$ cat src/hw/soc_consts.svh
`ifndef SOC_CONSTS_SVH
`define SOC_CONSTS_SVH

// ==========================================================================
// address map and memory sizing
// ==========================================================================

// data memory depth in 32-bit words
`define SOC_DMEM_DEPTH 128

// region codes live in address bits 31 to 28
`define SOC_REGION_DMEM 4'h0
`define SOC_REGION_GPIO 4'h2

// gpio register offsets inside its region
`define SOC_GPIO_OUT_OFS 8'h00
`define SOC_GPIO_OE_OFS  8'h04
`define SOC_GPIO_IN_OFS  8'h08

`endif
$ cat src/hw/soc_pkg.sv
package soc_pkg;

    // plain data and address widths
    typedef logic [31:0] word_t;
    typedef logic [31:0] addr_t;
    // one select bit per byte lane
    typedef logic [3:0]  sel_t;

    // load/store size, same codes as funct3
    typedef enum logic [2:0] {
        OP_LB  = 3'b000,
        OP_LH  = 3'b001,
        OP_LW  = 3'b010,
        OP_LBU = 3'b100,
        OP_LHU = 3'b101
    } mem_op_t;

    // processor load/store port, held until stall drops
    typedef struct packed {
        addr_t   addr;
        word_t   wdata;
        logic    read;
        logic    write;
        mem_op_t op;
    } proc_req_t;

    // wishbone master to slave
    typedef struct packed {
        addr_t adr;
        word_t dat;
        sel_t  sel;
        logic  we;
        logic  cyc;
        logic  stb;
    } wb_m2s_t;

    // wishbone slave to master
    typedef struct packed {
        word_t dat;
        logic  ack;
        logic  err;
    } wb_s2m_t;

    // bridge fsm
    typedef enum logic [1:0] {
        ST_IDLE,
        ST_BUS,
        ST_DONE
    } bridge_state_t;

endpackage

$ cat src/hw/wb_gpio.sv
`include "soc_consts.svh"

module wb_gpio (
    input  logic             clk,
    input  logic             reset_i,
    input  soc_pkg::wb_m2s_t wb_i,
    output soc_pkg::wb_s2m_t wb_o,
    input  soc_pkg::word_t   gpio_in_i,
    output soc_pkg::word_t   gpio_out_o,
    output soc_pkg::word_t   gpio_oe_o
);
    import soc_pkg::*;

    word_t      out_q;
    word_t      oe_q;
    word_t      in_meta_q;
    word_t      in_sync_q;
    word_t      rdata_q;
    logic       ack_q;
    logic       access;
    logic [7:0] reg_ofs;

    assign reg_ofs = wb_i.adr[7:0];
    assign access  = wb_i.cyc & wb_i.stb & ~ack_q;

    // two-flop synchronizer on the pins
    always_ff @(posedge clk)
    begin
        in_meta_q <= gpio_in_i;
        in_sync_q <= in_meta_q;
    end

    // ========================================================================
    // output and enable registers
    // ========================================================================

    always_ff @(posedge clk)
    begin
        if (reset_i)
        begin
            out_q <= '0;
            oe_q  <= '0;
        end
        else if (access && wb_i.we)
        begin
            for (int i = 0; i < 4; i++)
            begin
                if (wb_i.sel[i] && (reg_ofs == `SOC_GPIO_OUT_OFS))
                begin
                    out_q[8*i +: 8] <= wb_i.dat[8*i +: 8];
                end
                if (wb_i.sel[i] && (reg_ofs == `SOC_GPIO_OE_OFS))
                begin
                    oe_q[8*i +: 8] <= wb_i.dat[8*i +: 8];
                end
            end
        end
    end

    // read mux, registered with the ack
    always_ff @(posedge clk)
    begin
        if (access)
        begin
            case (reg_ofs)
                `SOC_GPIO_OUT_OFS: rdata_q <= out_q;
                `SOC_GPIO_OE_OFS:  rdata_q <= oe_q;
                `SOC_GPIO_IN_OFS:  rdata_q <= in_sync_q;
                default:           rdata_q <= '0;
            endcase
        end
    end

    always_ff @(posedge clk)
    begin
        if (reset_i)
        begin
            ack_q <= 1'b0;
        end
        else
        begin
            ack_q <= access;
        end
    end

    always_comb
    begin
        wb_o.dat = rdata_q;
        wb_o.ack = ack_q;
        wb_o.err = 1'b0;
    end

    assign gpio_out_o = out_q;
    assign gpio_oe_o  = oe_q;

endmodule

$ cat config.mk
export PLATFORM = sky130hd
export DESIGN_NAME = wb_gpio
export DESIGN_NICKNAME = d
export VERILOG_FILES = /design/src/hw/soc_pkg.sv /design/src/hw/wb_gpio.sv
export VERILOG_INCLUDE_DIRS = /design/src /design/src/hw
export SDC_FILE = /design/constraint.sdc
export NUM_CORES = 1
export LEC_CHECK = 0
export ABC_AREA = 1
export BUFFER_PORTS_ARGS = -buffer_cell sky130_fd_sc_hd__buf_4
export CORE_MARGIN = 2
export CORE_UTILIZATION = 45
export DETAILED_ROUTE_END_ITERATION = 16
export GPL_TIMING_DRIVEN = 0
export HOLD_SLACK_MARGIN = 0.15
export PLACE_DENSITY = 0.78
export SETUP_SLACK_MARGIN = 0.05
export SYNTH_ARGS = -nofsm -noshare
export SYNTH_HDL_FRONTEND = slang
export SYNTH_SLANG_ARGS = --single-unit
$ cat constraint.sdc
create_clock -name clk -period 1.4 [get_ports clk]
set_input_delay 0.21 -clock clk [delete_from_list [all_inputs] [get_ports clk]]
set_output_delay 0.21 -clock clk [all_outputs]
set_load 0.01 [all_outputs]
Word-level counts from Yosys, hierarchy flattened

Cells that the tools add are included.
Widths: inputs -> output; s select.

Register bits after elaboration: 161
Latch bits: 0
Bits in writable memories: 0
ROM bits: 0
Bits of input ports: 105
Output and inout port bits: 98
Word-level logic and storage cells: 36
Memories: 0

Add/subtract/negate cells: 0
$mul: 0
Div/mod/pow operators: 0
Order comparisons: 0
Equality and inequality tests: 2
Shift-type cells: 0
Mux-type cells: 1
Bitwise operators: 3
Reduce and logical (&&, ||, !) cells: 18

Operators with widths:

| operator           | number |
|---|---|
| $pmux 32 s3        | 1 |
| $reduce_and 2->1   | 8 |
| $logic_and 1x1->1  | 9 |
| $eq 8x3->1 const B | 1 |
| $eq 8x4->1 const B | 1 |
| $logic_not 8->1    | 1 |
| $and 1x1->1        | 2 |
| $not 1->1          | 1 |

Longest topological paths before layout

Depth in word-level cells: 4
Gate-level depth with buffers: 8
Gate-level depth less buffers: 7

Least setup slack after synthesis

No wires, ideal clock.

Kind: reg2reg
Start: register ack_q
End: register oe_q[10], in the netlist gpio_oe_o[10]
Library setup time: 0.064 ns
Arrival: 1.498 ns
Required time: 1.336 ns
Setup slack: -0.162 ns
Stages on the path, launching flop included: 6
Buffers on the path: 0
Period minus slack after synthesis: 1.562 ns
Cell sequence: dfxtp_1 nor2_4 nand3_1 nor2_4 nor2_1 nor2_1

Cells in the longest elaborated chain, start to end: 4

Ends and longest elaborated chain:

| element                           | RTL line      | RTL |
|---|---|---|
| start: declaration                | wb_gpio.sv:19 | `logic ack_q;` |
| start signal: assignment          | wb_gpio.sv:82 | `ack_q <= access;` |
| $not 1->1                         | wb_gpio.sv:24 | `assign access = wb_i.cyc & wb_i.stb & ~ack_q;` |
| $and 1x1->1                       | wb_gpio.sv:24 |  |
| named net access                  | wb_gpio.sv:20 | `logic access;` |
| $logic_and 1x1->1                 | wb_gpio.sv:44 | `else if (access && wb_i.we)` |
| $reduce_and 2->1 (no source line) | -             |  |
| end signal: indexed assignment    | wb_gpio.sv:54 | `oe_q[8*i +: 8] <= wb_i.dat[8*i +: 8];` |
| end: declaration                  | wb_gpio.sv:15 | `word_t oe_q;` |

The timed path passes the listed nets, and every way through them passes these cells.
A chain may end at the register's enable or synchronous reset.

Worst setup path after layout

Start: register ack_q
End: register oe_q[20], in the netlist gpio_oe_o[20]

Cells in the longest elaborated chain, start to end: 4

Ends and longest elaborated chain:

| element                           | RTL line |
|---|---|
| $not 1->1                         | wb_gpio.sv:24 |
| $and 1x1->1                       | wb_gpio.sv:24 |
| $logic_and 1x1->1                 | wb_gpio.sv:44 |
| $reduce_and 2->1 (no source line) | - |

Every way passes these cells.

==> flow_summary.json <==
{
  "power_density_nw_per_um2": 1200,
  "synth_edf_count": 32,
  "antenna_found_initial": 0,
  "boundaryPins": 203,
  "async_flop_share": 0,
  "period_share": 0.932,
  "status": "finished, final reports clean",
  "die_w_um": 118,
  "drv_slew": 0,
  "n_fill_cell": 1007,
  "ys.warnings.count": 0,
  "antenna_cells": 0,
  "drive_gt1_frac": 0.293,
  "cts_buffers": 17,
  "row_count": 41,
  "die_area_sq_um": 14000,
  "rrSetupSlack_ns": 0.1,
  "holdPathStages": 4,
  "dr.pass1.iters": 7,
  "synth_common_cells": "146 x nand3_1, 129 x dfxtp_1, 119 x nand2_1",
  "grt_pass1_vias": 5638,
  "drtAntennaViolNets": 0,
  "syn_to_final_growth_pct": 50.5,
  "clk_latency_ns": 0.44,
  "hp-start": "reset_i",
  "reg2regPathDepth": 7,
  "crit_type": "reg2reg",
  "ctsLongestPathBuffers": 2,
  "worstMarginPinSlew_ns": 0.745,
  "hpwl_um": 12200,
  "vdd_ir_drop_max_mv": 0.837,
  "hold_viol": 0,
  "setup_viol": 0,
  "ys_seq_area_frac": 0.604,
  "dp_cells": 1012,
  "ctsRootBufferMaster": "clkbuf_16",
  "clkTransAtPathRegs_ns": 0.07,
  "regArea_sq_um": 3550,
  "total_power_w": 0.0106,
  "r2r_end": "gpio_oe_o[20]",
  "hold_end": "gpio_oe_o[23]",
  "syn-num-nets": 768,
  "synth.cell_area_sq_um": 5870,
  "yosys.area.top_type_share": 0.440,
  "fin_crit_ns": 1.30,
  "yosysTopAreaCell": "dfxtp_1",
  "drtIter0Drc": 489,
  "critPathArrivalTime_ns": 1.63,
  "startpoint_type": "flip-flop",
  "fmax_mhz": 767,
  "synth.most_common_cell": "nand3_1",
  "grt_pass1_wl_um": 29600,
  "grt_max_degree": 19,
  "ys.flop_type": "dfxtp_1",
  "portBuffers": 177,
  "grt_overflow_total": 0,
  "grt_usage": 0.278,
  "via_per_inst": 5.13,
  "p_leak_nw": 3.98,
  "holdCritPathClass": "in2reg",
  "start_util": 0.463,
  "cp-end-kind": "flip-flop",
  "ys_ff_latch": 161,
  "htree_levels": 4,
  "synth_area_leaders": "dfxtp_1 44%, edfxtp_1 16%, nand3_1 12%, nand2_1 7.6%, nor2_1 6.8%",
  "cpMaxStageDelayCell": "dfxtp_4",
  "post_drt_wl_per_cell_um": 17.3,
  "rr_startpoint": "ack_q",
  "gp_congestion": 0.844,
  "clock-sinks": 161,
  "postSynthCellCount": 663,
  "relSlewSlack": 0.503,
  "cts_tree": "built",
  "die_h_um": 118,
  "synth.distinct_cells": 20,
  "cp_cell_sequence": "inv_2 > nand4_4 > nor2_4 > buf_6 > nand3_1 > nand2_1 > nor2_1",
  "drv_cap": 0,
  "core_sq_um": 12700,
  "required_ns": 1.73,
  "hold_buffers": 64,
  "path_max_fanout": 5,
  "rsz0062_at_grt": "true",
  "nets": 1040,
  "vias": 5742,
  "multi_input_area_sq_um": 1960,
  "slowest_delay_ns": 0.38,
  "layout.cells.non_filler": 1120,
  "avgSynthCellArea_sq_um": 8.85,
  "wl_um": 19400,
  "finClkSkew_ns": 0.00704,
  "drc_errors": 0
}
cells by family (layout without fill, tap and decap cells):
logic type	after synthesis	count (layout)	synth area share
flops	161	161	0.604
simple gates	387	388	0.296
compound gates	32	32	0.0279
other cells	1	1	0.000639
buf+inv	82	366	0.0716
metrics by stage:
| step | instance area [sq um] | setup TNS [ns] | hold WS (ns) | worst slack, ns | utilization |
|---|---|---|---|---|---|
| global route | 8830 | 0 | 0.140 | 0.0248 | 0.697 |
| global placement | 7440 | -34.18 | 0.310 | -0.636 | 0.587 |
| finish | 8830 | 0 | 0.121 | 0.0955 | 0.697 |
| floorplan | 5890 | -1.62 | 0.238 | -0.0558 | - |
| detailed placement | 7440 | -37.72 | 0.312 | -0.709 | 0.587 |
| CTS | 8780 | 0 | 0.108 | 0.0295 | 0.693 |
where the power goes:
part,internal [W],leakage [nW],switching (W)
clock network,0.00311,0.302,0.00185
registers,0.00486,1.34,0.0000419
logic,0.000390,2.33,0.000340
cell usage in the layout (no fill, tap or decap), drive strengths merged:
cell type | netlist | final
buf | 35 | 223
nor3 | 2 | 2
bufinv | 0 | 4
nand3 | 146 | 146
a21oi | 32 | 32
nand4 | 1 | 1
edfxtp | 32 | 32
clkinv | 0 | 3
clkbuf | 4 | 26
clkinvlp | 0 | 3
inv | 43 | 43
dlygate4sd3 | 0 | 64
nor2 | 117 | 118
dfxtp | 129 | 129
conb | 1 | 1
nand2 | 121 | 121
final cells by class:
| class | count | share of cell area |
|---|---|---|
| Buffer | 39 | 0.0299 |
| Tap cell | 172 | 0.0244 |
| Timing Repair Buffer | 252 | 0.232 |
| Multi-Input combinational cell | 421 | 0.222 |
| Sequential cell | 161 | 0.402 |
| Clock inverter | 10 | 0.0179 |
| Inverter | 43 | 0.0183 |
| Clock buffer | 22 | 0.0537 |
critical path: cells and delay by family (launching register included):
family                 cells  cell delay (ns)
buffers and inverters      2             0.23
DFF                        1             0.38
and+or+nand+nor            5             0.59
worst max-delay path by stage:
stage,startpoint,slack [ns],to
finish,ack_q,0.1,gpio_oe_o[20]
global route,ack_q,0.02,gpio_oe_o[22]
CTS,ack_q,0.03,gpio_out_o[27]
detailed placement,wb_i[1],-0.71,gpio_oe_o[13]
global placement,wb_i[1],-0.64,gpio_oe_o[6]
floorplan,ack_q,-0.06,gpio_oe_o[10]
state kept, by name (all words and copies together) (netlist names):
signal      flops
gpio_oe_o      32
gpio_out_o     32
in_meta_q      32
in_sync_q      32
rdata_q        32
ack_q           1
per-layer routing:
metal | routed length (um) | global-route usage | part of all wire | up-vias
met4 | 560 | 0.123 | 0.029 | 0
met1 | 7580 | 0.327 | 0.39 | 2722
met2 | 9730 | 0.473 | 0.50 | 273
met3 | 1490 | 0.0782 | 0.077 | 47
li1 | - | - | - | 2700
met5 | 0 | 0 | 0 | -
what timing repair did:
action / CTS / global route
endpoints found under the hold margin: 88 / 3
pin swaps: 4 / 6
buffers inserted: 8 / 1
resized for setup: 1 / 12
setup endpoints to repair: 64 / 77
cloned: 1 / 2
(Power assumes the default switching activity.)
