--- config.mk ---
export PLATFORM = sky130hd
export DESIGN_NAME = wb_intercon
export DESIGN_NICKNAME = d
export VERILOG_FILES = /design/src/hw/soc_pkg.sv /design/src/hw/wb_intercon.sv
export VERILOG_INCLUDE_DIRS = /design/src /design/src/hw
export SDC_FILE = /design/constraint.sdc
export NUM_CORES = 1
export LEC_CHECK = 0
export BUFFER_PORTS_ARGS = -buffer_cell sky130_fd_sc_hd__buf_2
export CAP_MARGIN = 20
export CORE_AREA = 2 2 122 124
export DETAILED_ROUTE_END_ITERATION = 7
export DIE_AREA = 0 0 124 126
export HOLD_SLACK_MARGIN = 0.12
export SETUP_SLACK_MARGIN = 0.15
export SYNTH_ARGS = -nofsm -noshare
export SYNTH_HDL_FRONTEND = slang
export SYNTH_SLANG_ARGS = --single-unit
--- constraint.sdc ---
create_clock -name clk -period 0.8 [get_ports clk]
set_input_delay 0.08 -clock clk [delete_from_list [all_inputs] [get_ports clk]]
set_output_delay 0.08 -clock clk [all_outputs]
set_load 0.02 [all_outputs]
--- src/hw/soc_consts.svh ---
`ifndef SOC_CONSTS_SVH
`define SOC_CONSTS_SVH

// ==========================================================================
// address map and memory sizing
// ==========================================================================

// data memory depth in 32-bit words
`define SOC_DMEM_DEPTH 128

// region codes live in address bits 31 to 28
`define SOC_REGION_DMEM 4'h0
`define SOC_REGION_GPIO 4'h2

// gpio register offsets inside its region
`define SOC_GPIO_OUT_OFS 8'h00
`define SOC_GPIO_OE_OFS  8'h04
`define SOC_GPIO_IN_OFS  8'h08

`endif
--- src/hw/soc_pkg.sv ---
package soc_pkg;

    // plain data and address widths
    typedef logic [31:0] word_t;
    typedef logic [31:0] addr_t;
    // one select bit per byte lane
    typedef logic [3:0]  sel_t;

    // load/store size, same codes as funct3
    typedef enum logic [2:0] {
        OP_LB  = 3'b000,
        OP_LH  = 3'b001,
        OP_LW  = 3'b010,
        OP_LBU = 3'b100,
        OP_LHU = 3'b101
    } mem_op_t;

    // processor load/store port, held until stall drops
    typedef struct packed {
        addr_t   addr;
        word_t   wdata;
        logic    read;
        logic    write;
        mem_op_t op;
    } proc_req_t;

    // wishbone master to slave
    typedef struct packed {
        addr_t adr;
        word_t dat;
        sel_t  sel;
        logic  we;
        logic  cyc;
        logic  stb;
    } wb_m2s_t;

    // wishbone slave to master
    typedef struct packed {
        word_t dat;
        logic  ack;
        logic  err;
    } wb_s2m_t;

    // bridge fsm
    typedef enum logic [1:0] {
        ST_IDLE,
        ST_BUS,
        ST_DONE
    } bridge_state_t;

endpackage

--- src/hw/wb_intercon.sv ---
`include "soc_consts.svh"

module wb_intercon (
    input  logic             clk,
    input  logic             reset_i,
    input  soc_pkg::wb_m2s_t wb_m_i,
    output soc_pkg::wb_s2m_t wb_s_o,
    output soc_pkg::wb_m2s_t dmem_m_o,
    output soc_pkg::wb_m2s_t gpio_m_o,
    input  soc_pkg::wb_s2m_t dmem_s_i,
    input  soc_pkg::wb_s2m_t gpio_s_i
);

    logic [3:0] region;
    logic       hit_dmem;
    logic       hit_gpio;
    logic       err_q;

    // region code in the top nibble
    assign region   = wb_m_i.adr[31:28];
    assign hit_dmem = (region == `SOC_REGION_DMEM);
    assign hit_gpio = (region == `SOC_REGION_GPIO);

    // fan out, only the hit slave sees cyc and stb
    always_comb
    begin
        dmem_m_o     = wb_m_i;
        dmem_m_o.cyc = wb_m_i.cyc & hit_dmem;
        dmem_m_o.stb = wb_m_i.stb & hit_dmem;
        gpio_m_o     = wb_m_i;
        gpio_m_o.cyc = wb_m_i.cyc & hit_gpio;
        gpio_m_o.stb = wb_m_i.stb & hit_gpio;
    end

    // unmapped access answered here, one cycle after the strobe
    always_ff @(posedge clk)
    begin
        if (reset_i)
        begin
            err_q <= 1'b0;
        end
        else
        begin
            err_q <= wb_m_i.cyc & wb_m_i.stb & ~hit_dmem & ~hit_gpio & ~err_q;
        end
    end

    // reply mux
    always_comb
    begin
        if (hit_dmem)
        begin
            wb_s_o = dmem_s_i;
        end
        else if (hit_gpio)
        begin
            wb_s_o = gpio_s_i;
        end
        else
        begin
            wb_s_o.dat = '0;
            wb_s_o.ack = 1'b0;
            wb_s_o.err = err_q;
        end
    end

endmodule

# Word-level counts from Yosys, hierarchy flattened
# Index checks and enable logic that the tools add are counted.
[totals]
ff_bits = 1
inputBits = 141
output_inout_bits = 176
wordCells = 16
[classes]
eq_ne = 1
muxes = 2
bitwise_logic = 11
n_reduce_logical = 1
[op_table]
columns = ["cell", "count"]
rows = [
  ["34-bit two-way mux", 2],
  ["1-bit AND", 8],
  ["4-bit by 2-bit == test with 1-bit output (second input constant)", 1],
  ["4-bit zero test", 1],
  ["1-bit inverter", 3],
]

# Depth between registers and ports, before layout
# Gate-level depths: netlist of the first run.
[depth]
depth_word = 5
mapped_depth = 4

# Worst setup path before layout of the first run
# No wires, ideal clock.
[synth_path]
kind = "input to output"
startpoint = "in wb_m_i[70] (netlist bit)"
endpoint = "out dmem_m_o[0] (netlist bit)"
arrival_ns = 1.139
required_time_ns = 0.720
path_slack_ns = -0.419
path_stages = 3
n_path_buf = 1
path_cell_list = "or3_1 -> buf_6 -> nor3b_1"
[synth_lines]
columns = ["element", "line", "rtl"]
rows = [
  ["from (decl)", "wb_intercon.sv:6", "input soc_pkg::wb_m2s_t wb_m_i,"],
  ["to (decl)", "wb_intercon.sv:8", "output soc_pkg::wb_m2s_t dmem_m_o,"],
]

==> impl_metrics.prom, run 1 <==
# TYPE chip_impl_metric gauge
chip_impl_metric{name="yosysSeqAreaShare",unit="%"} 1.207
chip_impl_info{name="timing.setup.critical_path_class",value="in -> out"} 1
chip_impl_metric{name="drt_pre_antenna_iters",unit=""} 2
chip_impl_metric{name="power.combinational.fraction",unit="%"} 94.7
chip_impl_metric{name="drt_wl_total",unit="mm"} 5.328
chip_impl_metric{name="hpwlAfterDp",unit="mm"} 4.269
chip_impl_metric{name="share_seq_of_total_power",unit="%"} 5.3
chip_impl_info{name="synth.cells.most_frequent",value="141 x sky130_fd_sc_hd__buf_4, 33 x sky130_fd_sc_hd__mux2i_1, 31 x sky130_fd_sc_hd__nor2_1, 4 x sky130_fd_sc_hd__buf_6"} 1
chip_impl_metric{name="final_antenna_net_count",unit=""} 0
chip_impl_metric{name="hold_buffers",unit=""} 0
chip_impl_info{name="synth_flop_cell",value="sky130_fd_sc_hd__dfxtp_1"} 1
chip_impl_metric{name="ir_worst_vdd",unit="mV"} 0.1473
chip_impl_metric{name="wire_length_of_the_first_global_routing_pass",unit="mm"} 6.175
chip_impl_metric{name="skew",unit="ps"} 0
chip_impl_metric{name="async_reset_ff_share",unit="%"} 0
chip_impl_info{name="synth_top_cell_by_area",value="sky130_fd_sc_hd__buf_4"} 1
chip_impl_metric{name="initial_utilization",unit="%"} 11.59
chip_impl_metric{name="drt_drc_violations_left",unit=""} 0
chip_impl_metric{name="met3_usage",unit="%"} 0.9058
chip_impl_metric{name="final_net_count",unit=""} 365
chip_impl_metric{name="grt_use_met1",unit="%"} 3.549
chip_impl_metric{name="fin_crit_sh",unit="%"} 152.6
chip_impl_metric{name="static-leakage-power",unit="nW"} 1.036
chip_impl_metric{name="post_syn_nets",unit=""} 364
chip_impl_metric{name="detail_route.wl_per_cell",unit="µm"} 13.12
chip_impl_metric{name="area.growth.synth_to_final",unit="%"} 28.36
chip_impl_metric{name="power_per_cell_area",unit="mW/mm²"} 476.2
chip_impl_metric{name="global_placer_s_final_weighted_congestion",unit=""} 0.6790
chip_impl_metric{name="floorplan.io_pins",unit=""} 317
chip_impl_metric{name="grt_antenna_before_repair",unit=""} 0
chip_impl_metric{name="die-area",unit="mm²"} 0.01562
chip_impl_metric{name="groute.layer.met2.usage",unit="%"} 11.05
chip_impl_metric{name="globalRoute.totalOverflow",unit=""} 0
chip_impl_metric{name="drt_iter0_markers",unit=""} 16
chip_impl_metric{name="synth-warning-count",unit=""} 0
chip_impl_metric{name="number_of_cells_in_the_design_after_placement",unit=""} 400
chip_impl_metric{name="power.switching_fraction",unit="%"} 47.23
chip_impl_metric{name="synth.top_cell.area_share",unit="%"} 63.80
chip_impl_metric{name="fmaxAchievable",unit="GHz"} 0.8192
chip_impl_info{name="status",value="finished with violations"} 1
chip_impl_metric{name="via_per_inst",unit=""} 3.158
chip_impl_metric{name="finalCriticalPeriod",unit="ps"} 1221
chip_impl_metric{name="utilization_after_layout",unit="%"} 14.88
chip_impl_info{name="netlist_top_cells_area",value="sky130_fd_sc_hd__buf_4 64%, sky130_fd_sc_hd__mux2i_1 20%, sky130_fd_sc_hd__nor2_1 7.0%, sky130_fd_sc_hd__buf_6 2.7%, sky130_fd_sc_hd__mux2_2 1.4%"} 1
chip_impl_metric{name="post_synth.cell_area_avg",unit="µm²"} 7.440
chip_impl_metric{name="pin_count_of_the_biggest_net_entering_global_routing",unit=""} 30
chip_impl_info{name="setup.worst_path.start_class",value="input port"} 1
chip_impl_metric{name="synthCells",unit=""} 223
chip_impl_info{name="rsz0062_at_grt",value="yes"} 1
chip_impl_metric{name="switchingPower",unit="µW"} 479.0
chip_impl_info{name="grt_most_used_layer",value="met2"} 1
chip_impl_metric{name="cell_internal_pwr",unit="µW"} 535.0
chip_impl_metric{name="dieWidth",unit="µm"} 124
chip_impl_metric{name="std_cell_rows",unit=""} 44
chip_impl_metric{name="antenna-diode-count",unit=""} 0
chip_impl_metric{name="fin_cells",unit=""} 406
chip_impl_metric{name="timing.final.hold_violations",unit=""} 0
chip_impl_info{name="most_flop_heavy_register",value="err_q"} 1
chip_impl_metric{name="place.port_buffers",unit=""} 121
chip_impl_metric{name="critical_path.max_fanout",unit=""} 7
chip_impl_metric{name="route.vias.total",unit=""} 1282
chip_impl_metric{name="synth_edf_count",unit=""} 0
chip_impl_metric{name="drive_above_1_share",unit="%"} 83.78
chip_impl_metric{name="synth_area",unit="mm²"} 0.001659
chip_impl_metric{name="max_cap_violations",unit=""} 0
chip_impl_metric{name="final_setup_vio_count",unit=""} 39
chip_impl_info{name="violated_checks",value="setup timing"} 1
chip_impl_metric{name="cp_data_required_time",unit="ps"} 720
chip_impl_metric{name="pwr-share-clk",unit="%"} 0
chip_impl_metric{name="final.fill_count",unit=""} 1612
chip_impl_metric{name="floorplan.die.height",unit="µm"} 126
chip_impl_metric{name="slew_viol_final",unit=""} 0
chip_impl_metric{name="grt.total_usage",unit="%"} 5.138
chip_impl_metric{name="ys_seq_elements",unit=""} 1
chip_impl_metric{name="post_synth_num_cell_types",unit=""} 14
chip_impl_info{name="hp-class",value="in -> out"} 1
chip_impl_info{name="top_regs",value="err_q x1"} 1
chip_impl_metric{name="clock_latency",unit="ps"} 0
chip_impl_metric{name="timing.max_slew.rel_slack",unit="%"} 80.39
chip_impl_metric{name="final.setup.worst_slack",unit="ps"} -420.7
chip_impl_metric{name="largest_reg_flops",unit=""} 1
chip_impl_metric{name="crit_arrival",unit="ps"} 1140
chip_impl_metric{name="worst_slew_pin_slew",unit="ps"} 285.9
chip_impl_info{name="critical_path.endpoint_type",value="primary output"} 1
chip_impl_info{name="synth_most_common_cell",value="sky130_fd_sc_hd__buf_4"} 1
chip_impl_metric{name="first_global_vias",unit=""} 1203
chip_impl_metric{name="design.core.area",unit="mm²"} 0.01431
layout make-up:
class | count | area [µm²] | area share, %
multi-input combinational | 76 | 829.5 | 38.95
tap | 184 | 230.2 | 10.81
timing repair buffer | 145 | 1050 | 49.30
sequential | 1 | 20.02 | 0.9401
power groups by stage:
stage / logic [mW] / registers, mW / clock network [mW]
floorplan: 1.45 / 0.0537 / 0
global placement: 0.847 / 0.0539 / 0
detailed placement: 0.852 / 0.0538 / 0
CTS: 0.877 / 0.0538 / 0
global route: 1.03 / 0.0541 / 0
finish: 0.960 / 0.0538 / 0
what timing repair did:
item                                    4_1_cts  5_1_grt
gates cloned                                  0        3
pin swaps                                     5        6
buffers inserted                              1        2
gates resized for setup                      15       51
endpoints found under the setup margin       39       39
cells by family (layout without fill, tap and decap cells):
kind of cell           after synthesis  in the layout  synth area share, %
buffers and inverters              146            145                66.82
DFF                                  1              1                1.207
and+or+nand+nor                     41             41                10.71
muxes                               35             35                21.27
final timing paths:
kind         depth (start not counted)        startpoint  slack (ps)          endpoint
max                                  5        wb_m_i[69]        -420       dmem_m_o[1]
min                                  0        wb_m_i[11]         160      gpio_m_o[11]
max reg2reg                          1  err_q$_SDFF_PP0_         180  err_q$_SDFF_PP0_
min reg2reg                          1  err_q$_SDFF_PP0_         400  err_q$_SDFF_PP0_
metal layers:
layer / vias to the layer above / part of all wire, %
met5: - / 0
met4: 0 / 6.8
li1: 569 / -
met2: 115 / 55
met1: 539 / 25
met3: 59 / 13
through the flow:
step / power, mW / setup slack, ps / setup TNS [ps] / hold slack (ps) / instance area [µm²]
2_1_floorplan: 1.504 / -195.3 / -6785 / 156.1 / 1959
3_3_place_gp: 0.9008 / -413.8 / -14140 / 160.2 / 1823
5_1_grt: 1.089 / -448.9 / -14430 / 160.0 / 2130
6_report: 1.014 / -420.7 / -13300 / 160.0 / 2130
3_5_place_dp: 0.9055 / -413.5 / -14220 / 160.2 / 1823
4_1_cts: 0.9307 / -403.2 / -13720 / 160.2 / 1882
critical path, stage by stage:
cell	delay, ps
sky130_fd_sc_hd__buf_6	90
sky130_fd_sc_hd__or3_4	470
sky130_fd_sc_hd__buf_6	150
sky130_fd_sc_hd__nor3b_4	190
sky130_fd_sc_hd__buf_6	140
layout by cell type (no fill, tap or decap), drive strengths merged:
master  count
and3        2
buf       143
clkbuf      2
dfxtp       1
mux2        2
mux2i      33
nand2       1
nor2       33
nor3        1
nor3b       2
nor4        1
or3         1
No activity file was read; power rests on OpenSTA's default activity.
==> run 2, diff against run 1 <==
--- a/config.mk
+++ b/config.mk
@@ -12,6 +12,8 @@
 export DETAILED_ROUTE_END_ITERATION = 7
 export DIE_AREA = 0 0 124 126
 export HOLD_SLACK_MARGIN = 0.12
+export PLACE_DENSITY = 0.53
+export RECOVER_POWER = 50
 export SETUP_SLACK_MARGIN = 0.15
 export SYNTH_ARGS = -nofsm -noshare
 export SYNTH_HDL_FRONTEND = slang
==> run 2 against run 1 <==
Net effect: the run still ends with setup timing left; die area stayed put; sequential power barely moved; hold slack about the same; cell count is 1.2% higher; cell area up 11%; global-route usage is essentially flat; largest cell class unchanged; largest power group unchanged.
==> impl_metrics.prom, run 2 (same netlist as run 1, synthesis figures left out) <==
# TYPE chip_impl_metric gauge
chip_impl_info{name="rsz0062_at_grt",value="yes"} 1
chip_impl_metric{name="drt_drc_violations_left",unit=""} 0
chip_impl_metric{name="cp_data_required_time",unit="ps"} 720
chip_impl_metric{name="dieWidth",unit="µm"} 124
chip_impl_metric{name="final.fill_count",unit=""} 1596
chip_impl_metric{name="drive_above_1_share",unit="%"} 84.58
chip_impl_metric{name="grt.total_usage",unit="%"} 5.120
chip_impl_metric{name="max_cap_violations",unit=""} 0
chip_impl_metric{name="place.port_buffers",unit=""} 121
chip_impl_metric{name="via_per_inst",unit=""} 3.175
chip_impl_metric{name="hpwlAfterDp",unit="mm"} 3.862
chip_impl_metric{name="drt_wl_total",unit="mm"} 5.307
chip_impl_metric{name="skew",unit="ps"} 0
chip_impl_info{name="timing.rr.start",value="err_q$_SDFF_PP0_"} 1
chip_impl_metric{name="timing.max_slew.rel_slack",unit="%"} 72.33
chip_impl_metric{name="largest_reg_flops",unit=""} 1
chip_impl_metric{name="pin_count_of_the_biggest_net_entering_global_routing",unit=""} 14
chip_impl_metric{name="ir_worst_vdd",unit="mV"} 0.1371
chip_impl_info{name="hp-start",value="wb_m_i[12]"} 1
chip_impl_metric{name="crit_arrival",unit="ps"} 1060
chip_impl_info{name="timing.setup.critical_path_class",value="in -> out"} 1
chip_impl_metric{name="drt_pre_antenna_iters",unit=""} 2
chip_impl_metric{name="floorplan.die.height",unit="µm"} 126
chip_impl_metric{name="floorplan.io_pins",unit=""} 317
chip_impl_metric{name="route.vias.total",unit=""} 1305
chip_impl_metric{name="sum_of_buffers_and_inverters_on_the_critical_path",unit=""} 3
chip_impl_metric{name="area.growth.synth_to_final",unit="%"} 42.08
chip_impl_metric{name="worst_slew_pin_slew",unit="ps"} 403.5
chip_impl_metric{name="clock_latency",unit="ps"} 0
chip_impl_info{name="hp-class",value="in -> out"} 1
chip_impl_metric{name="design.core.area",unit="mm²"} 0.01431
chip_impl_metric{name="final_net_count",unit=""} 370
chip_impl_metric{name="timing.final.hold_violations",unit=""} 0
chip_impl_metric{name="wire_length_of_the_first_global_routing_pass",unit="mm"} 6.341
chip_impl_info{name="cp_slowest_cell",value="sky130_fd_sc_hd__or3_4"} 1
chip_impl_metric{name="first_global_vias",unit=""} 1260
chip_impl_info{name="top_regs",value="err_q x1"} 1
chip_impl_metric{name="globalRoute.totalOverflow",unit=""} 0
chip_impl_info{name="layout.cells.most_common_list",value="76 x sky130_fd_sc_hd__buf_2, 48 x sky130_fd_sc_hd__buf_6, 33 x sky130_fd_sc_hd__nor2_4"} 1
chip_impl_info{name="most_flop_heavy_register",value="err_q"} 1
chip_impl_metric{name="finalCriticalPeriod",unit="ps"} 1136
chip_impl_metric{name="fin_crit_sh",unit="%"} 142.0
chip_impl_metric{name="critPathMaxStageDelay",unit="ps"} 470
chip_impl_metric{name="fmaxAchievable",unit="GHz"} 0.8802
chip_impl_metric{name="final_setup_vio_count",unit=""} 41
chip_impl_metric{name="drt_iter0_markers",unit=""} 8
chip_impl_metric{name="design_power_total",unit="mW"} 1.124
chip_impl_info{name="setup.worst_path.start_class",value="input port"} 1
chip_impl_metric{name="slew_viol_final",unit=""} 0
chip_impl_metric{name="global_placer_s_final_weighted_congestion",unit=""} 0.6755
chip_impl_info{name="status",value="finished with violations"} 1
chip_impl_metric{name="antenna-diode-count",unit=""} 0
chip_impl_metric{name="initial_utilization",unit="%"} 11.59
chip_impl_info{name="cp_cell_sequence",value="buf_8 > or3_4 > buf_12 > nor2_4 > buf_6"} 1
chip_impl_info{name="timing.critical_path.max_delay_family",value="simple AND/OR/NAND/NOR gates"} 1
chip_impl_metric{name="hold_buffers",unit=""} 0
chip_impl_metric{name="critical_path.max_fanout",unit=""} 6
chip_impl_metric{name="static-leakage-power",unit="nW"} 1.103
chip_impl_metric{name="std_cell_rows",unit=""} 44
chip_impl_info{name="cp-startpoint",value="wb_m_i[69]"} 1
chip_impl_metric{name="pre_cts_ws",unit="ps"} -427.7
chip_impl_metric{name="grt_antenna_before_repair",unit=""} 0
chip_impl_metric{name="detail_route.wl_per_cell",unit="µm"} 12.91
chip_impl_metric{name="power_per_cell_area",unit="mW/mm²"} 476.7
chip_impl_info{name="violated_checks",value="setup timing"} 1
chip_impl_metric{name="final_antenna_net_count",unit=""} 0
chip_impl_info{name="critical_path.endpoint_type",value="primary output"} 1
chip_impl_metric{name="die-area",unit="mm²"} 0.01562
chip_impl_metric{name="final.setup.worst_slack",unit="ps"} -336.2
chip_impl_info{name="final_common_cell",value="sky130_fd_sc_hd__buf_2"} 1
==> run 2: cell types whose count changed in the layout (fill, tap and decap cells not counted), sizes merged <==
cell	delta
or3	+1
buf	+4
==> run 2: through the flow <==
step	cells	hold WS, ps	util, %	TNS (ps)	instance area [µm²]
3_5_place_dp	402	160.2	13.10	-14820	1876
4_1_cts	407	160.2	15.41	-13400	2206
5_1_grt	411	160.0	16.47	-13310	2357
2_1_floorplan	223	156.1	-	-6785	1959
6_report	411	160.0	16.47	-12020	2357
3_3_place_gp	402	160.2	13.10	-14610	1876
==> run 2: path summary, 6_finish.rpt <==
path / slack [ps] / to / depth (start not counted)
worst max register to register: 150 / err_q$_SDFF_PP0_ / 1
worst min register to register: 420 / err_q$_SDFF_PP0_ / 1
worst min-delay path: 160 / dmem_m_o[12] / 0
worst max-delay path: -340 / wb_s_o[21] / 5
==> run 2: timing repair <==
action	4_1_cts	5_1_grt
buffers inserted	4	1
gates resized for setup	86	22
endpoints found under the setup margin	40	41
pin swaps	5	5
cloned	1	3
==> run 2: layout make-up <==
type,instances,area [µm²],area share [%]
flip-flops and latches,1,20.02,0.8493
multi-input cells,77,853.3,36.20
repair buffers,149,1254,53.18
well taps,184,230.2,9.766
==> run 2: power by group <==
part	switching, mW	leakage (nW)	total (mW)	internal, mW
clock	0	0	0	0
combinational	0.497	1.10	1.07	0.572
sequential	0.00104	0.00818	0.0540	0.0530
total	0.498	1.10	1.12	0.625
==> run 2: per-layer routing <==
metal	up-vias	track usage (%)	wire [µm]
met2	102	10.70	2802
met1	554	3.577	1345
met3	65	0.8152	699
met4	0	4.759	459
li1	584	-	-
met5	-	0	0
