===== src/hw/soc_consts.svh =====
`ifndef SOC_CONSTS_SVH
`define SOC_CONSTS_SVH

// ==========================================================================
// address map and memory sizing
// ==========================================================================

// data memory depth in 32-bit words
`define SOC_DMEM_DEPTH 128

// region codes live in address bits 31 to 28
`define SOC_REGION_DMEM 4'h0
`define SOC_REGION_GPIO 4'h2

// gpio register offsets inside its region
`define SOC_GPIO_OUT_OFS 8'h00
`define SOC_GPIO_OE_OFS  8'h04
`define SOC_GPIO_IN_OFS  8'h08

`endif

===== src/hw/soc_pkg.sv =====
package soc_pkg;

    // plain data and address widths
    typedef logic [31:0] word_t;
    typedef logic [31:0] addr_t;
    // one select bit per byte lane
    typedef logic [3:0]  sel_t;

    // load/store size, same codes as funct3
    typedef enum logic [2:0] {
        OP_LB  = 3'b000,
        OP_LH  = 3'b001,
        OP_LW  = 3'b010,
        OP_LBU = 3'b100,
        OP_LHU = 3'b101
    } mem_op_t;

    // processor load/store port, held until stall drops
    typedef struct packed {
        addr_t   addr;
        word_t   wdata;
        logic    read;
        logic    write;
        mem_op_t op;
    } proc_req_t;

    // wishbone master to slave
    typedef struct packed {
        addr_t adr;
        word_t dat;
        sel_t  sel;
        logic  we;
        logic  cyc;
        logic  stb;
    } wb_m2s_t;

    // wishbone slave to master
    typedef struct packed {
        word_t dat;
        logic  ack;
        logic  err;
    } wb_s2m_t;

    // bridge fsm
    typedef enum logic [1:0] {
        ST_IDLE,
        ST_BUS,
        ST_DONE
    } bridge_state_t;

endpackage


===== src/hw/wb_master_bridge.sv =====
module wb_master_bridge (
    input  logic               clk,
    input  logic               reset_i,
    input  soc_pkg::proc_req_t proc_req_i,
    output soc_pkg::word_t     proc_rdata_o,
    output logic               proc_stall_o,
    output logic               proc_err_o,
    output soc_pkg::wb_m2s_t   wb_m_o,
    input  soc_pkg::wb_s2m_t   wb_s_i
);
    import soc_pkg::*;

    bridge_state_t state_q;
    wb_m2s_t       wb_q;
    word_t         rdata_q;
    logic          err_q;
    logic          req_valid;
    logic          bus_done;
    logic [1:0]    lane_ofs;
    sel_t          store_sel;
    word_t         store_dat;

    // shift the addressed lanes down and extend to 32 bits
    function automatic word_t load_extend(word_t raw, mem_op_t op, logic [1:0] ofs);
        word_t shifted;
        shifted = raw >> {ofs, 3'b000};
        case (op)
            OP_LB:   load_extend = {{24{shifted[7]}}, shifted[7:0]};
            OP_LH:   load_extend = {{16{shifted[15]}}, shifted[15:0]};
            OP_LBU:  load_extend = {24'h0, shifted[7:0]};
            OP_LHU:  load_extend = {16'h0, shifted[15:0]};
            default: load_extend = raw;
        endcase
    endfunction

    assign req_valid = proc_req_i.read | proc_req_i.write;

    // ========================================================================
    // lane steering
    // ========================================================================

    always_comb
    begin
        case (proc_req_i.op)
            OP_LB, OP_LBU:
            begin
                lane_ofs  = proc_req_i.addr[1:0];
                store_sel = 4'b0001 << lane_ofs;
                store_dat = {4{proc_req_i.wdata[7:0]}};
            end
            OP_LH, OP_LHU:
            begin
                // halfword ignores bit 0
                lane_ofs  = {proc_req_i.addr[1], 1'b0};
                store_sel = 4'b0011 << lane_ofs;
                store_dat = {2{proc_req_i.wdata[15:0]}};
            end
            default:
            begin
                // word and unknown sizes use all lanes
                lane_ofs  = 2'b00;
                store_sel = 4'b1111;
                store_dat = proc_req_i.wdata;
            end
        endcase
    end

    // ========================================================================
    // bus fsm
    // ========================================================================

    assign bus_done = wb_q.cyc & (wb_s_i.ack | wb_s_i.err);

    always_ff @(posedge clk)
    begin
        // address and data captured while idle
        if (state_q == ST_IDLE)
        begin
            wb_q.adr <= {proc_req_i.addr[31:2], 2'b00};
            wb_q.dat <= store_dat;
            wb_q.sel <= store_sel;
        end
        // load result taken with the reply
        if ((state_q == ST_BUS) && bus_done)
        begin
            rdata_q <= load_extend(wb_s_i.dat, proc_req_i.op, lane_ofs);
        end

        if (reset_i)
        begin
            state_q  <= ST_IDLE;
            wb_q.cyc <= 1'b0;
            wb_q.stb <= 1'b0;
            wb_q.we  <= 1'b0;
            err_q    <= 1'b0;
        end
        else
        begin
            case (state_q)
                ST_IDLE:
                begin
                    err_q <= 1'b0;
                    if (req_valid)
                    begin
                        wb_q.cyc <= 1'b1;
                        wb_q.stb <= 1'b1;
                        wb_q.we  <= proc_req_i.write;
                        state_q  <= ST_BUS;
                    end
                end
                ST_BUS:
                begin
                    // hold the cycle until ack or err
                    if (bus_done)
                    begin
                        wb_q.cyc <= 1'b0;
                        wb_q.stb <= 1'b0;
                        wb_q.we  <= 1'b0;
                        err_q    <= wb_s_i.err;
                        state_q  <= ST_DONE;
                    end
                end
                default:
                begin
                    // completion cycle, err pulse ends here
                    err_q   <= 1'b0;
                    state_q <= ST_IDLE;
                end
            endcase
        end
    end

    // stall from the request cycle through the bus cycle
    assign proc_stall_o = (state_q == ST_BUS) || ((state_q == ST_IDLE) && req_valid);
    assign proc_rdata_o = rdata_q;
    assign proc_err_o   = err_q;
    assign wb_m_o       = wb_q;

endmodule


===== config.mk =====
export PLATFORM = sky130hd
export DESIGN_NAME = wb_master_bridge
export DESIGN_NICKNAME = d
export VERILOG_FILES = /design/src/hw/soc_consts.svh /design/src/hw/soc_pkg.sv /design/src/hw/wb_master_bridge.sv
export SDC_FILE = /design/constraint.sdc
export NUM_CORES = 1
export LEC_CHECK = 0
export BUFFER_PORTS_ARGS = -buffer_cell sky130_fd_sc_hd__buf_2
export CAP_MARGIN = 20
export CORE_MARGIN = 1.5
export CORE_UTILIZATION = 45
export CTS_BUF_LIST = sky130_fd_sc_hd__clkbuf_4
export CTS_CLUSTER_DIAMETER = 80
export CTS_CLUSTER_SIZE = 20
export DETAILED_ROUTE_END_ITERATION = 12
export PLACE_DENSITY = 0.78
export SKIP_CTS_REPAIR_TIMING = 1
export SLEW_MARGIN = 20
export SYNTH_ARGS = -nofsm -noshare
export SYNTH_HDL_FRONTEND = slang
export SYNTH_SLANG_ARGS = --single-unit

===== constraint.sdc =====
create_clock -name clk -period 5.9 [get_ports clk]
set_clock_uncertainty 0.15 [all_clocks]
set_input_delay 0.295 -clock clk [delete_from_list [all_inputs] [get_ports clk]]
set_output_delay 0.295 -clock clk [all_outputs]
set_load 0.03 [all_outputs]

---- Word level (Yosys, flattened, before mapping) ----
Cells that the tools add are included.
word-level totals
  flip-flop bits (word level) ............. 104
  input bits .............................. 105
  output and inout port bits .............. 105
  logic and storage cells ................. 43
operators by class
  equality and inequality tests ........... 6
  shifts and indexed selects .............. 3
  multiplexer cells ....................... 10
  bitwise gates (word level) .............. 4
  reductions and logical operators ........ 11
operators with widths
  cell                   number
  $pmux W32 S4           1
  $pmux W32 S2           1
  $shr A32 B5 Y16        1
  $pmux W2 S2            2
  $pmux W4 S2            1
  $eq A3 B3 Y1 const B   2
  $mux W3                2
  $pmux W3 S2            1
  $reduce_or A2 Y1       3
  $mux W2                2
  $ne A2 B2 Y1 const B   2
  $shl A1 B2 Y4 const A  1
  $shl A2 B2 Y4 const A  1
  $eq A3 B1 Y1 const B   1
  $logic_not A3 Y1       1
  $reduce_and A3 Y1      1
  $eq A2 B1 Y1 const B   1
  $logic_and A1 B1 Y1    2
  $logic_not A2 Y1       1
  $or A1 B1 Y1           2
  $reduce_and A2 Y1      1
  $reduce_bool A2 Y1     1
  $and A1 B1 Y1          1
  $logic_or A1 B1 Y1     1
  $not A1 Y1             1

---- Longest topological paths before layout ----
Gate-level depths: netlist (run 1).
  depth in word-level cells ............... 5
  mapped depth ............................ 7
  mapped depth without buffers ............ 4

---- Least setup slack after synthesis (run 1) ----
OpenSTA, ideal clock, no wires.
  path type ............................... register -> register
  from .................................... register state_q[1]
  to ...................................... register wb_q, in the netlist wb_m_o[1]
  setup time .............................. 76 ps
  data arrival time ....................... 3782 ps
  data required time ...................... 5674 ps
  path slack .............................. 1892 ps
  cell stages (with the launch flop) ...... 4
  path buffers ............................ 0
  period minus slack after synthesis ...... 4008 ps
  path through ............................ dfxtp_1 > nor2_1 > o21ai_0 > a21oi_1
on the way
  word-level cells in the longest chain between the ends .. 3
  elaborated cells between the ends (all ways) .. 7
  those cells by class .................... 3 x eq/ne; 1 x mux; 3 x reduce/logical
ends and longest elaborated chain
  item                                                                 line                     RTL
  start: declaration                                                   wb_master_bridge.sv:13   bridge_state_t state_q;
  start signal: assignment                                             wb_master_bridge.sv:91   state_q <= ST_IDLE;
  start signal: assignment                                             wb_master_bridge.sv:108  state_q <= ST_BUS;
  start signal: assignment                                             wb_master_bridge.sv:120  state_q <= ST_DONE;
  $eq A2 B1 Y1 or $logic_not A2 Y1 (tied branches)                     wb_master_bridge.sv:99   case (state_q)
  $ne A2 B2 Y1 (no source line) or $reduce_bool A2 Y1 (tied branches)  n/a
  $reduce_and A3 Y1 (no source line)                                   n/a
  end: declaration                                                     wb_master_bridge.sv:14   wb_m2s_t wb_q;
Parallel ways exist; a longest one is shown, timed or not.
A chain may end at the register's enable or synchronous reset.

---- Final worst setup path (run 1) ----
Same ends and word-level chain as after synthesis.

==> results.yml, run 1 <==
clock_tree:
  ctsHtreeMaxLevel: 3
  path_clk_slew_ps: 170
  cts_sinks: 103
  clk_latency_ps: 460
  numCtsBuffers: 9
  root_buffer: "clkbuf_4"
  cts.path.max_buffers: 2
  cts_tree: "done"
critical_path:
  crit_path_max_incr_delay_ps: 680
  cp.arrival_ps: 2530
  path_class: "reg2reg"
  crit_path_end_kind: "flip-flop"
  cp_cell_sequence: "nor2_4, o21ai_0, a21oi_1, dlygate4sd3_1"
  crit_required_ps: 6170
  crit_path_start_kind: "flip-flop"
  crit_family: "simple AND/OR/NAND/NOR gates"
  worstPathMaxFanout: 27
  critPathSlowestCell: "nor2_4"
  critPathBufInv: 1
run_status:
  status: "finished, violations left"
  violations: "hold timing"
routing:
  dr_total_vias: 3806
  drt_first_pass_iters: 5
  drcViolationCount: 0
  drt.antenna.violating_nets: 0
  drt-wirelength-per-cell_um: 19.7
  drt_iter0_markers: 229
  drt-total-wl_mm: 14.1
  viasPerCell: 5.32
synthesis:
  synth_xor_area_frac: 0
  ys_seq_elements: 103
  synthFlopType: "edfxtp_1"
  synth_cell_types: 35
  syn_area_um2: 4390
  yosys.area_share.simple: 0.0755
  async_flop_share: 0
  syn_inst: 304
  avgSynthCellArea_um2: 14.5
  synth-seq-area-share: 0.693
  synth-edff-count: 98
  synthAdderAreaFrac: 0
  synthMuxAreaShare: 0.0971
  yosys_warnings: 0
  synth_top_family_by_area: "compound AO/OA/AOI/OAI gates"
  synth_compound_area_frac: 0.105
die:
  core-area_um2: 9370
  dieArea_um2: 10400
  die_x_um: 102
  chipHeight_um: 102
  initial_utilization: 0.469
  ios: 210
  std_cell_rows: 35
timing:
  rsz0062_at_grt: "no"
  fin_tns_setup_ps: 0
  drv_slew: 0
  fin_crit_sh: 0.383
  hold_viol_final: 1
  fmax_ghz: 0.442
  hold_ws_ps: -4.50
  slew_headroom: 0.452
  timing.final.crit_period_ps: 2260
  setup_viol: 0
  tightest_slew_ps: 820
placed_design:
  finalWeightedCongestion: 0.916
  io_buffers: 207
  hpwl_mm: 8.57
  dp.cells: 623
global_routing:
  antenna_found_initial: 0
  grt_start_max_net_pins: 44
  grt_usage: 0.219
  first_global_vias: 3274
  grt_pass1_wl_mm: 16.8
  overflow: 0
layout:
  nNetsFinal: 686
  fillers: 690
  n_antenna_cell: 0
  syn2layout_area_growth_pct: 46.6
  layout-drive-gt1-share: 0.428
  final_cells: 715
  utilization: 0.687
hold_path:
  min_path_type: "in2reg"
pwr:
  p_leak_nw: 2.73
  ir_worst_vdd_uv: 169
  p_per_area_nw_per_um2: 265
job:
  cap_violations: 0
## worst paths after layout
| check | slack (ps) | cells past startpoint | endpoint | startpoint |
|---|---|---|---|---|
| setup / recovery | 3640 | 4 | wb_m_o[1] | state_q[1] |
| hold / removal | -5 | 3 | wb_m_o[38] | proc_req_i[36] |
| setup reg to reg | 3640 | 4 | wb_m_o[1] | state_q[1] |
| hold reg to reg | 430 | 1 | proc_err_o | state_q[0] |
## cells by family after synthesis
family	count (synthesis)
flops	103
simple gates	69
compound gates	68
mux	40
buf+inv	23
other cells	1
## routing by layer
metal / vias up / routed length, um / GRT usage
met5: - / 0 / 0
met4: 0 / 275 / 0.0598
met1: 1813 / 5070 / 0.249
met2: 250 / 7170 / 0.380
li1: 1718 / - / -
met3: 25 / 1570 / 0.0939
## Yosys cell counts (all sizes together) (2+ instances only)
cell type / instances / area share
a211o: 8 / 0.016
a21oi: 5 / 0.0057
a22oi: 2 / 0.0034
a2bb2oi: 7 / 0.014
buf: 9 / 0.017
clkbuf: 12 / 0.010
dfxtp: 5 / 0.023
edfxtp: 98 / 0.67
inv: 2 / 0.0017
mux2: 18 / 0.047
mux2i: 22 / 0.050
nand2: 36 / 0.031
nand2b: 4 / 0.0074
nand3: 2 / 0.0023
nand4: 7 / 0.010
nor2: 11 / 0.0094
nor3: 3 / 0.0034
nor4b: 2 / 0.0040
o21ai: 35 / 0.041
o22a: 7 / 0.014
## report_power, final
group / leakage, nW / switching, mW / internal [mW]
registers: 0.991 / 0.0210 / 0.874
logic: 1.65 / 0.248 / 0.137
clock network: 0.0941 / 0.251 / 0.178
## sequential cells by signal, indices dropped and copies added, names as in the netlist
register,count
wb_m_o,68
proc_rdata_o,32
state_q,2
proc_err_o,1
## layout by cell type, fill, tap and decap left out, drive strengths merged, types with 2 or more instances in the layout
cell	netlist	layout
nor4b	2	2
nor2	11	11
clkbuf	12	9
mux2i	22	22
a211o	8	8
nand2	36	36
o21ai	35	35
mux2	18	18
nor3	3	3
buf	9	210
clkinv	0	2
inv	2	5
a21oi	5	5
nand3	2	2
nand2b	4	4
a2bb2oi	7	7
conb	1	2
bufinv	0	2
dlygate4sd3	0	76
nand4	7	7
dfxtp	5	5
edfxtp	98	98
o22a	7	7
a22oi	2	2
## metrics by stage
stage                     power, mW  worst slack, ps  cell area, um2
after floorplan                1.13             1890            4400
after global placement         1.23             3190            5510
after detailed placement       1.24             3080            5510
after CTS                      1.66             3580            5670
after global routing           1.77             3500            6440
final                          1.71             3640            6440
## area by class of cell
type / count / area, um2 / share of cell area
Sequential cell: 103 / 3040 / 0.472
Timing Repair Buffer: 286 / 1820 / 0.282
Clock buffer: 9 / 67.6 / 0.0105
Tap cell: 129 / 161 / 0.0251
Inverter: 2 / 7.51 / 0.00117
Multi-Input combinational cell: 179 / 1240 / 0.193
Clock inverter: 7 / 101 / 0.0157
## worst min-delay path, stage by stage
cell	delay (ps)
buf_2	80
nand2_1	50
o21ai_0	80
Note: power is estimated with default switching activity, not from simulation.
==> run 2, diff against run 1 <==
Settings changed: ABC_AREA set to 1.
Clock period 5.9 ns to 2.28 ns, I/O delays scaled along.
==> run 2 against run 1 <==
  * Wire length is 1.6% lower
  * Largest cell class unchanged
  * Sequential power rose to 2.8 times the previous value
  * The flow still finishes with violations (hold timing)
  * Critical path type unchanged
  * Non-clock buffer count rose by 36
  * Sequential share of layout area decreased by 2.2 points
  * Worst hold slack lost 46 ps
==> results.yml, run 2 <==
run_status:
  status: "finished, violations left"
  violations: "hold timing"
routing:
  top_layer_used: "met4"
  viasPerCell: 5.07
  drt_iter0_markers: 355
  wl_met3_mm: 1.16
  drt-wirelength-per-cell_um: 16.4
  drt.antenna.violating_nets: 0
  drcViolationCount: 0
  met2_length_mm: 7.12
  drt-total-wl_mm: 13.9
  dr_total_vias: 4287
  drt_first_pass_iters: 5
  wl_met1_mm: 5.09
synthesis:
  yosysMostFrequentCell: "nand2_1"
  synth-edff-count: 98
  async_flop_share: 0
  avgSynthCellArea_um2: 11.0
  synth_top_area_share: 0.674
  yosys_warnings: 0
  syn_inst: 397
  yosys-top-cells-count: "nand2_1, edfxtp_1, nand3_1"
  syn_area_um2: 4370
  synth_cell_types: 25
  ys_seq_elements: 103
  synthTopCellsByArea: "edfxtp_1, nand2_1, nand3_1"
  yosys.area.top_type: "edfxtp_1"
  synthFlopType: "edfxtp_1"
  synth-seq-area-share: 0.697
die:
  ios: 210
  std_cell_rows: 35
  die_x_um: 101
  chipHeight_um: 101
  dieArea_um2: 10300
  core-area_um2: 9330
  initial_utilization: 0.468
job:
  cap_violations: 0
clock_tree:
  cts_sinks: 103
  clk_latency_ps: 450
  numCtsBuffers: 9
  cts.path.max_buffers: 2
  root_buffer: "clkbuf_4"
  cts_tree: "done"
  path_clk_slew_ps: 170
  ctsHtreeMaxLevel: 3
critical_path:
  cp_cell_sequence: "nor2_4, nand2_1, nand2_1, dlygate4sd3_1, nand2_1, nand2_1, dlygate4sd3_1"
  crit_required_ps: 2540
  crit_path_end_kind: "flip-flop"
  worstPathMaxFanout: 4
  crit_path_start_kind: "flip-flop"
  crit_path_max_incr_delay_ps: 570
  critPathSlowestCell: "dlygate4sd3_1"
  path_class: "reg2reg"
  critPathBufInv: 2
  cp.arrival_ps: 2520
  cpMostUsedCell: "nand2_1"
  crit_family: "buffers and inverters"
layout:
  layout-drive-gt1-share: 0.345
  final_area_um2: 6760
  regArea_um2: 3040
  largest_reg_flops: 68
  n_antenna_cell: 0
  layout_commonest_cell: "buf_2"
  final_cells: 845
  syn2layout_area_growth_pct: 54.9
  nNetsFinal: 816
  multiInputGateArea_um2: 1130
  mostFrequentLayoutCells: "buf_2, nand2_1, dlygate4sd3_1, edfxtp_1, nand3_1"
  fillers: 656
placed_design:
  hpwl_mm: 8.56
  dp_slack_ps: 271
  io_buffers: 207
  dp.cells: 721
  finalWeightedCongestion: 0.851
  placed_cell_area_um2: 5530
timing:
  setup_viol: 0
  tightest_slew_ps: 525
  fmax_ghz: 0.442
  fin_tns_setup_ps: 0
  hold_ws_ps: -50.2
  drv_slew: 0
  fin_crit_sh: 0.993
  hold_viol_final: 1
  slew_headroom: 0.646
  timing.final.crit_period_ps: 2260
  finalWorstSetupSlack_ps: 16.2
global_routing:
  grt_usage: 0.219
  first_global_vias: 3497
  grt_pass1_wl_mm: 17.1
  antenna_found_initial: 0
  grt_start_max_net_pins: 66
  overflow: 0
pwr:
  power.switching_mw: 1.69
  p_clk_frac: 0.202
  seqPwrFrac: 0.505
  comb_power_share: 0.293
  ir_worst_vdd_uv: 363
  p_per_area_nw_per_um2: 724
  p_leak_nw: 3.13
  p_int_mw: 3.21
  swShare: 0.345
hold_path:
  min_path_type: "in2reg"
[run 2: cell types whose count changed after synthesis, sizes merged, moves of 5 or more]
cell,before,now
clkbuf,12,6
a211o,8,0
o21ai,35,15
mux2,18,0
nand3,2,46
buf,9,14
inv,2,21
nand2,36,157
o22a,7,0
mux2i,22,0
a2bb2oi,7,0
[run 2: through the flow]
step | power (mW) | utilization
floorplan | 3.32 | -
global placement | 3.73 | 0.593
detailed placement | 3.75 | 0.593
CTS | 4.71 | 0.609
global route | 5.09 | 0.725
finish | 4.89 | 0.725
[run 2: final cells by class]
| class | count | area share |
|---|---|---|
| clock inverter | 7 | 0.0118 |
| multi-input combinational | 254 | 0.168 |
| tap | 129 | 0.0239 |
| clock buffer | 9 | 0.00999 |
| sequential | 103 | 0.450 |
| timing repair buffer | 322 | 0.325 |
| inverter | 21 | 0.0120 |
[run 2: worst reg2reg max path, cell delays in order (launching register included)]
cell and delay [ps]:
dfxtp_1 370, nor2_4 220, nand2_1 130, nand2_1 90, dlygate4sd3_1 570, nand2_1 90, nand2_1 60, dlygate4sd3_1 540
[run 2: logic make-up after synthesis]
logic type	count (synthesis)	synth area share
DFF	103	0.697
other	1	0.000859
AOI/OAI and AO/OA	26	0.0321
buffers and inverters	41	0.0476
and+or+nand+nor	226	0.222
[run 2: power by group through the flow]
stage                     Sequential, mW  Clock [mW]  Combinational [mW]
after CTS                           2.46        1.00                1.25
after floorplan                     3.00           0               0.316
final                               2.47       0.987                1.44
after global placement              2.50           0                1.23
after global routing                2.49        1.08                1.52
after detailed placement            2.50           0                1.25
[run 2: metal layers]
metal,up-vias,track usage
met5,-,0
met4,0,0.0897
met3,51,0.0531
met2,263,0.377
met1,1998,0.266
li1,1975,-
[run 2: final timing paths]
check | startpoint | endpoint | slack (ps) | depth (start not counted)
max reg2reg | state_q[1] | state_q[0] | 20 | 7
min | wb_s_i[7] | proc_rdata_o[5] | -50 | 5
min reg2reg | proc_err_o | proc_err_o | 330 | 2
max | state_q[1] | state_q[0] | 20 | 7
==> run 3, diff against run 2 <==
Settings changed: ABC_AREA 1 to unset, SETUP_SLACK_MARGIN set to 0.3.
==> run 3 against run 2 <==
  * The run now ends clean
  * Critical path depth fell by 1
  * Die area rose by 0.61%
  * Clock-buffer cell count did not move
  * Global-route usage fell by 1.1 points
  * Non-clock buffer count rose by 3
  * Register-to-register slack improved by 370 ps
  * Sequential share of layout area fell by 0.22 points
  * Utilization barely moved
  * Wire length rose by 2.1%
  * Largest cell class unchanged
==> results.yml, run 3 (synthesis gave the netlist of run 1 again) <==
run_status:
  status: "finished, final reports clean"
critical_path:
  worstPathMaxFanout: 15
  crit_path_end_kind: "flip-flop"
  cp.arrival_ps: 2150
  critPathSlowestCell: "dfxtp_1"
  cp_cell_sequence: "nor2_4, buf_4, nand2_1, nand3b_1, a21oi_1, dlygate4sd3_1"
  path_class: "reg2reg"
  rr_startpoint: "state_q[1]"
  crit_path_max_incr_delay_ps: 560
  crit_path_start: "state_q[1]"
  crit_required_ps: 2530
  crit_path_start_kind: "flip-flop"
routing:
  drt_first_pass_iters: 5
  drt.antenna.violating_nets: 0
  drt_iter0_markers: 233
  drt-wirelength-per-cell_um: 18.8
  viasPerCell: 5.21
  dr_total_vias: 3930
  drt-total-wl_mm: 14.2
  drcViolationCount: 0
pwr:
  p_int_mw: 2.93
  comb_power_share: 0.244
  seqPwrFrac: 0.537
  p_per_area_nw_per_um2: 635
  swShare: 0.321
  p_clk_frac: 0.219
  p_leak_nw: 2.89
  power.switching_mw: 1.39
  ir_worst_vdd_uv: 338
timing:
  tightest_slew_ps: 569
  rsz0062_at_grt: "no"
  timing.final.crit_period_ps: 1900
  fin_tns_setup_ps: 0
  slew_headroom: 0.621
  drv_slew: 0
  fmax_ghz: 0.528
  setup_viol: 0
  hold_viol_final: 0
  fin_crit_sh: 0.831
placed_design:
  placed_cell_area_um2: 5580
  io_buffers: 207
  finalWeightedCongestion: 0.874
  hpwl_mm: 8.36
die:
  ios: 210
  initial_utilization: 0.469
  dieArea_um2: 10400
  chipHeight_um: 102
  die_x_um: 102
  std_cell_rows: 35
  core-area_um2: 9370
layout:
  final_area_um2: 6790
  syn2layout_area_growth_pct: 54.7
  layout-drive-gt1-share: 0.414
  layout_commonest_cell: "buf_2"
  n_antenna_cell: 0
  largest_reg_flops: 68
  mostFrequentLayoutCells: "buf_2, dlygate4sd3_1, edfxtp_1, nand2_1, o21ai_0"
  nNetsFinal: 725
clock_tree:
  ctsHtreeMaxLevel: 3
  path_clk_slew_ps: 160
  cts_tree: "done"
  numCtsBuffers: 9
  cts_sinks: 103
  root_buffer: "clkbuf_4"
  cts.path.max_buffers: 2
  clk_latency_ps: 440
global_routing:
  overflow: 0
  grt_usage: 0.209
  grt_start_max_net_pins: 55
  first_global_vias: 3296
  antenna_found_initial: 0
  grt_pass1_wl_mm: 16.3
hold_path:
  min_path_type: "in2reg"
  hold_start: "proc_req_i[2]"
job:
  cap_violations: 0
[run 3: critical path, delay by kind of cell (launching register included)]
family                 cells  cell delay, ps
buffers and inverters      2             780
AND/OR/NAND/NOR            3             230
flip-flops                 1             560
AO/OA/AOI/OAI              1             130
[run 3: power by group through the flow]
| stage | combinational (mW) | sequential (mW) | clock, mW |
|---|---|---|---|
| global route | 1.12 | 2.33 | 1.02 |
| detailed placement | 0.881 | 2.34 | 0 |
| finish | 1.05 | 2.31 | 0.945 |
| CTS | 0.882 | 2.30 | 0.944 |
| global placement | 0.866 | 2.34 | 0 |
| floorplan | 0.266 | 2.64 | 0 |
[run 3: cell type report]
class,instances,area [um2]
clock buffers,9,67.6
inverters,2,7.51
fillers,619,2580
clock inverters,7,72.6
well taps,129,161
repair buffers,325,2200
multi-input cells,179,1240
flip-flops and latches,103,3040
[run 3: metal layers]
layer,up-vias,track usage,share of wire
li1,1793,-,-
met1,1891,0.239,0.36
met2,216,0.361,0.52
met3,30,0.0732,0.090
met4,0,0.0769,0.024
met5,-,0,0
[run 3: worst paths after layout]
path,end,slack [ps],depth (start not counted)
setup / recovery,wb_m_o[2],380,6
hold / removal,proc_rdata_o[15],20,4
setup reg to reg,wb_m_o[2],380,6
hold reg to reg,proc_err_o,420,1
[run 3: per-stage QoR]
stage                     hold WS [ps]  power, mW  utilization  std cells  setup slack [ps]
after CTS                         -356       4.13        0.611        647               581
after detailed placement           142       3.23        0.596        631               468
final                             15.3       4.31        0.725        754               385
after floorplan                   33.1       2.91            -        305               266
after global placement             141       3.21        0.596        631               526
after global routing              20.4       4.47        0.725        754               280
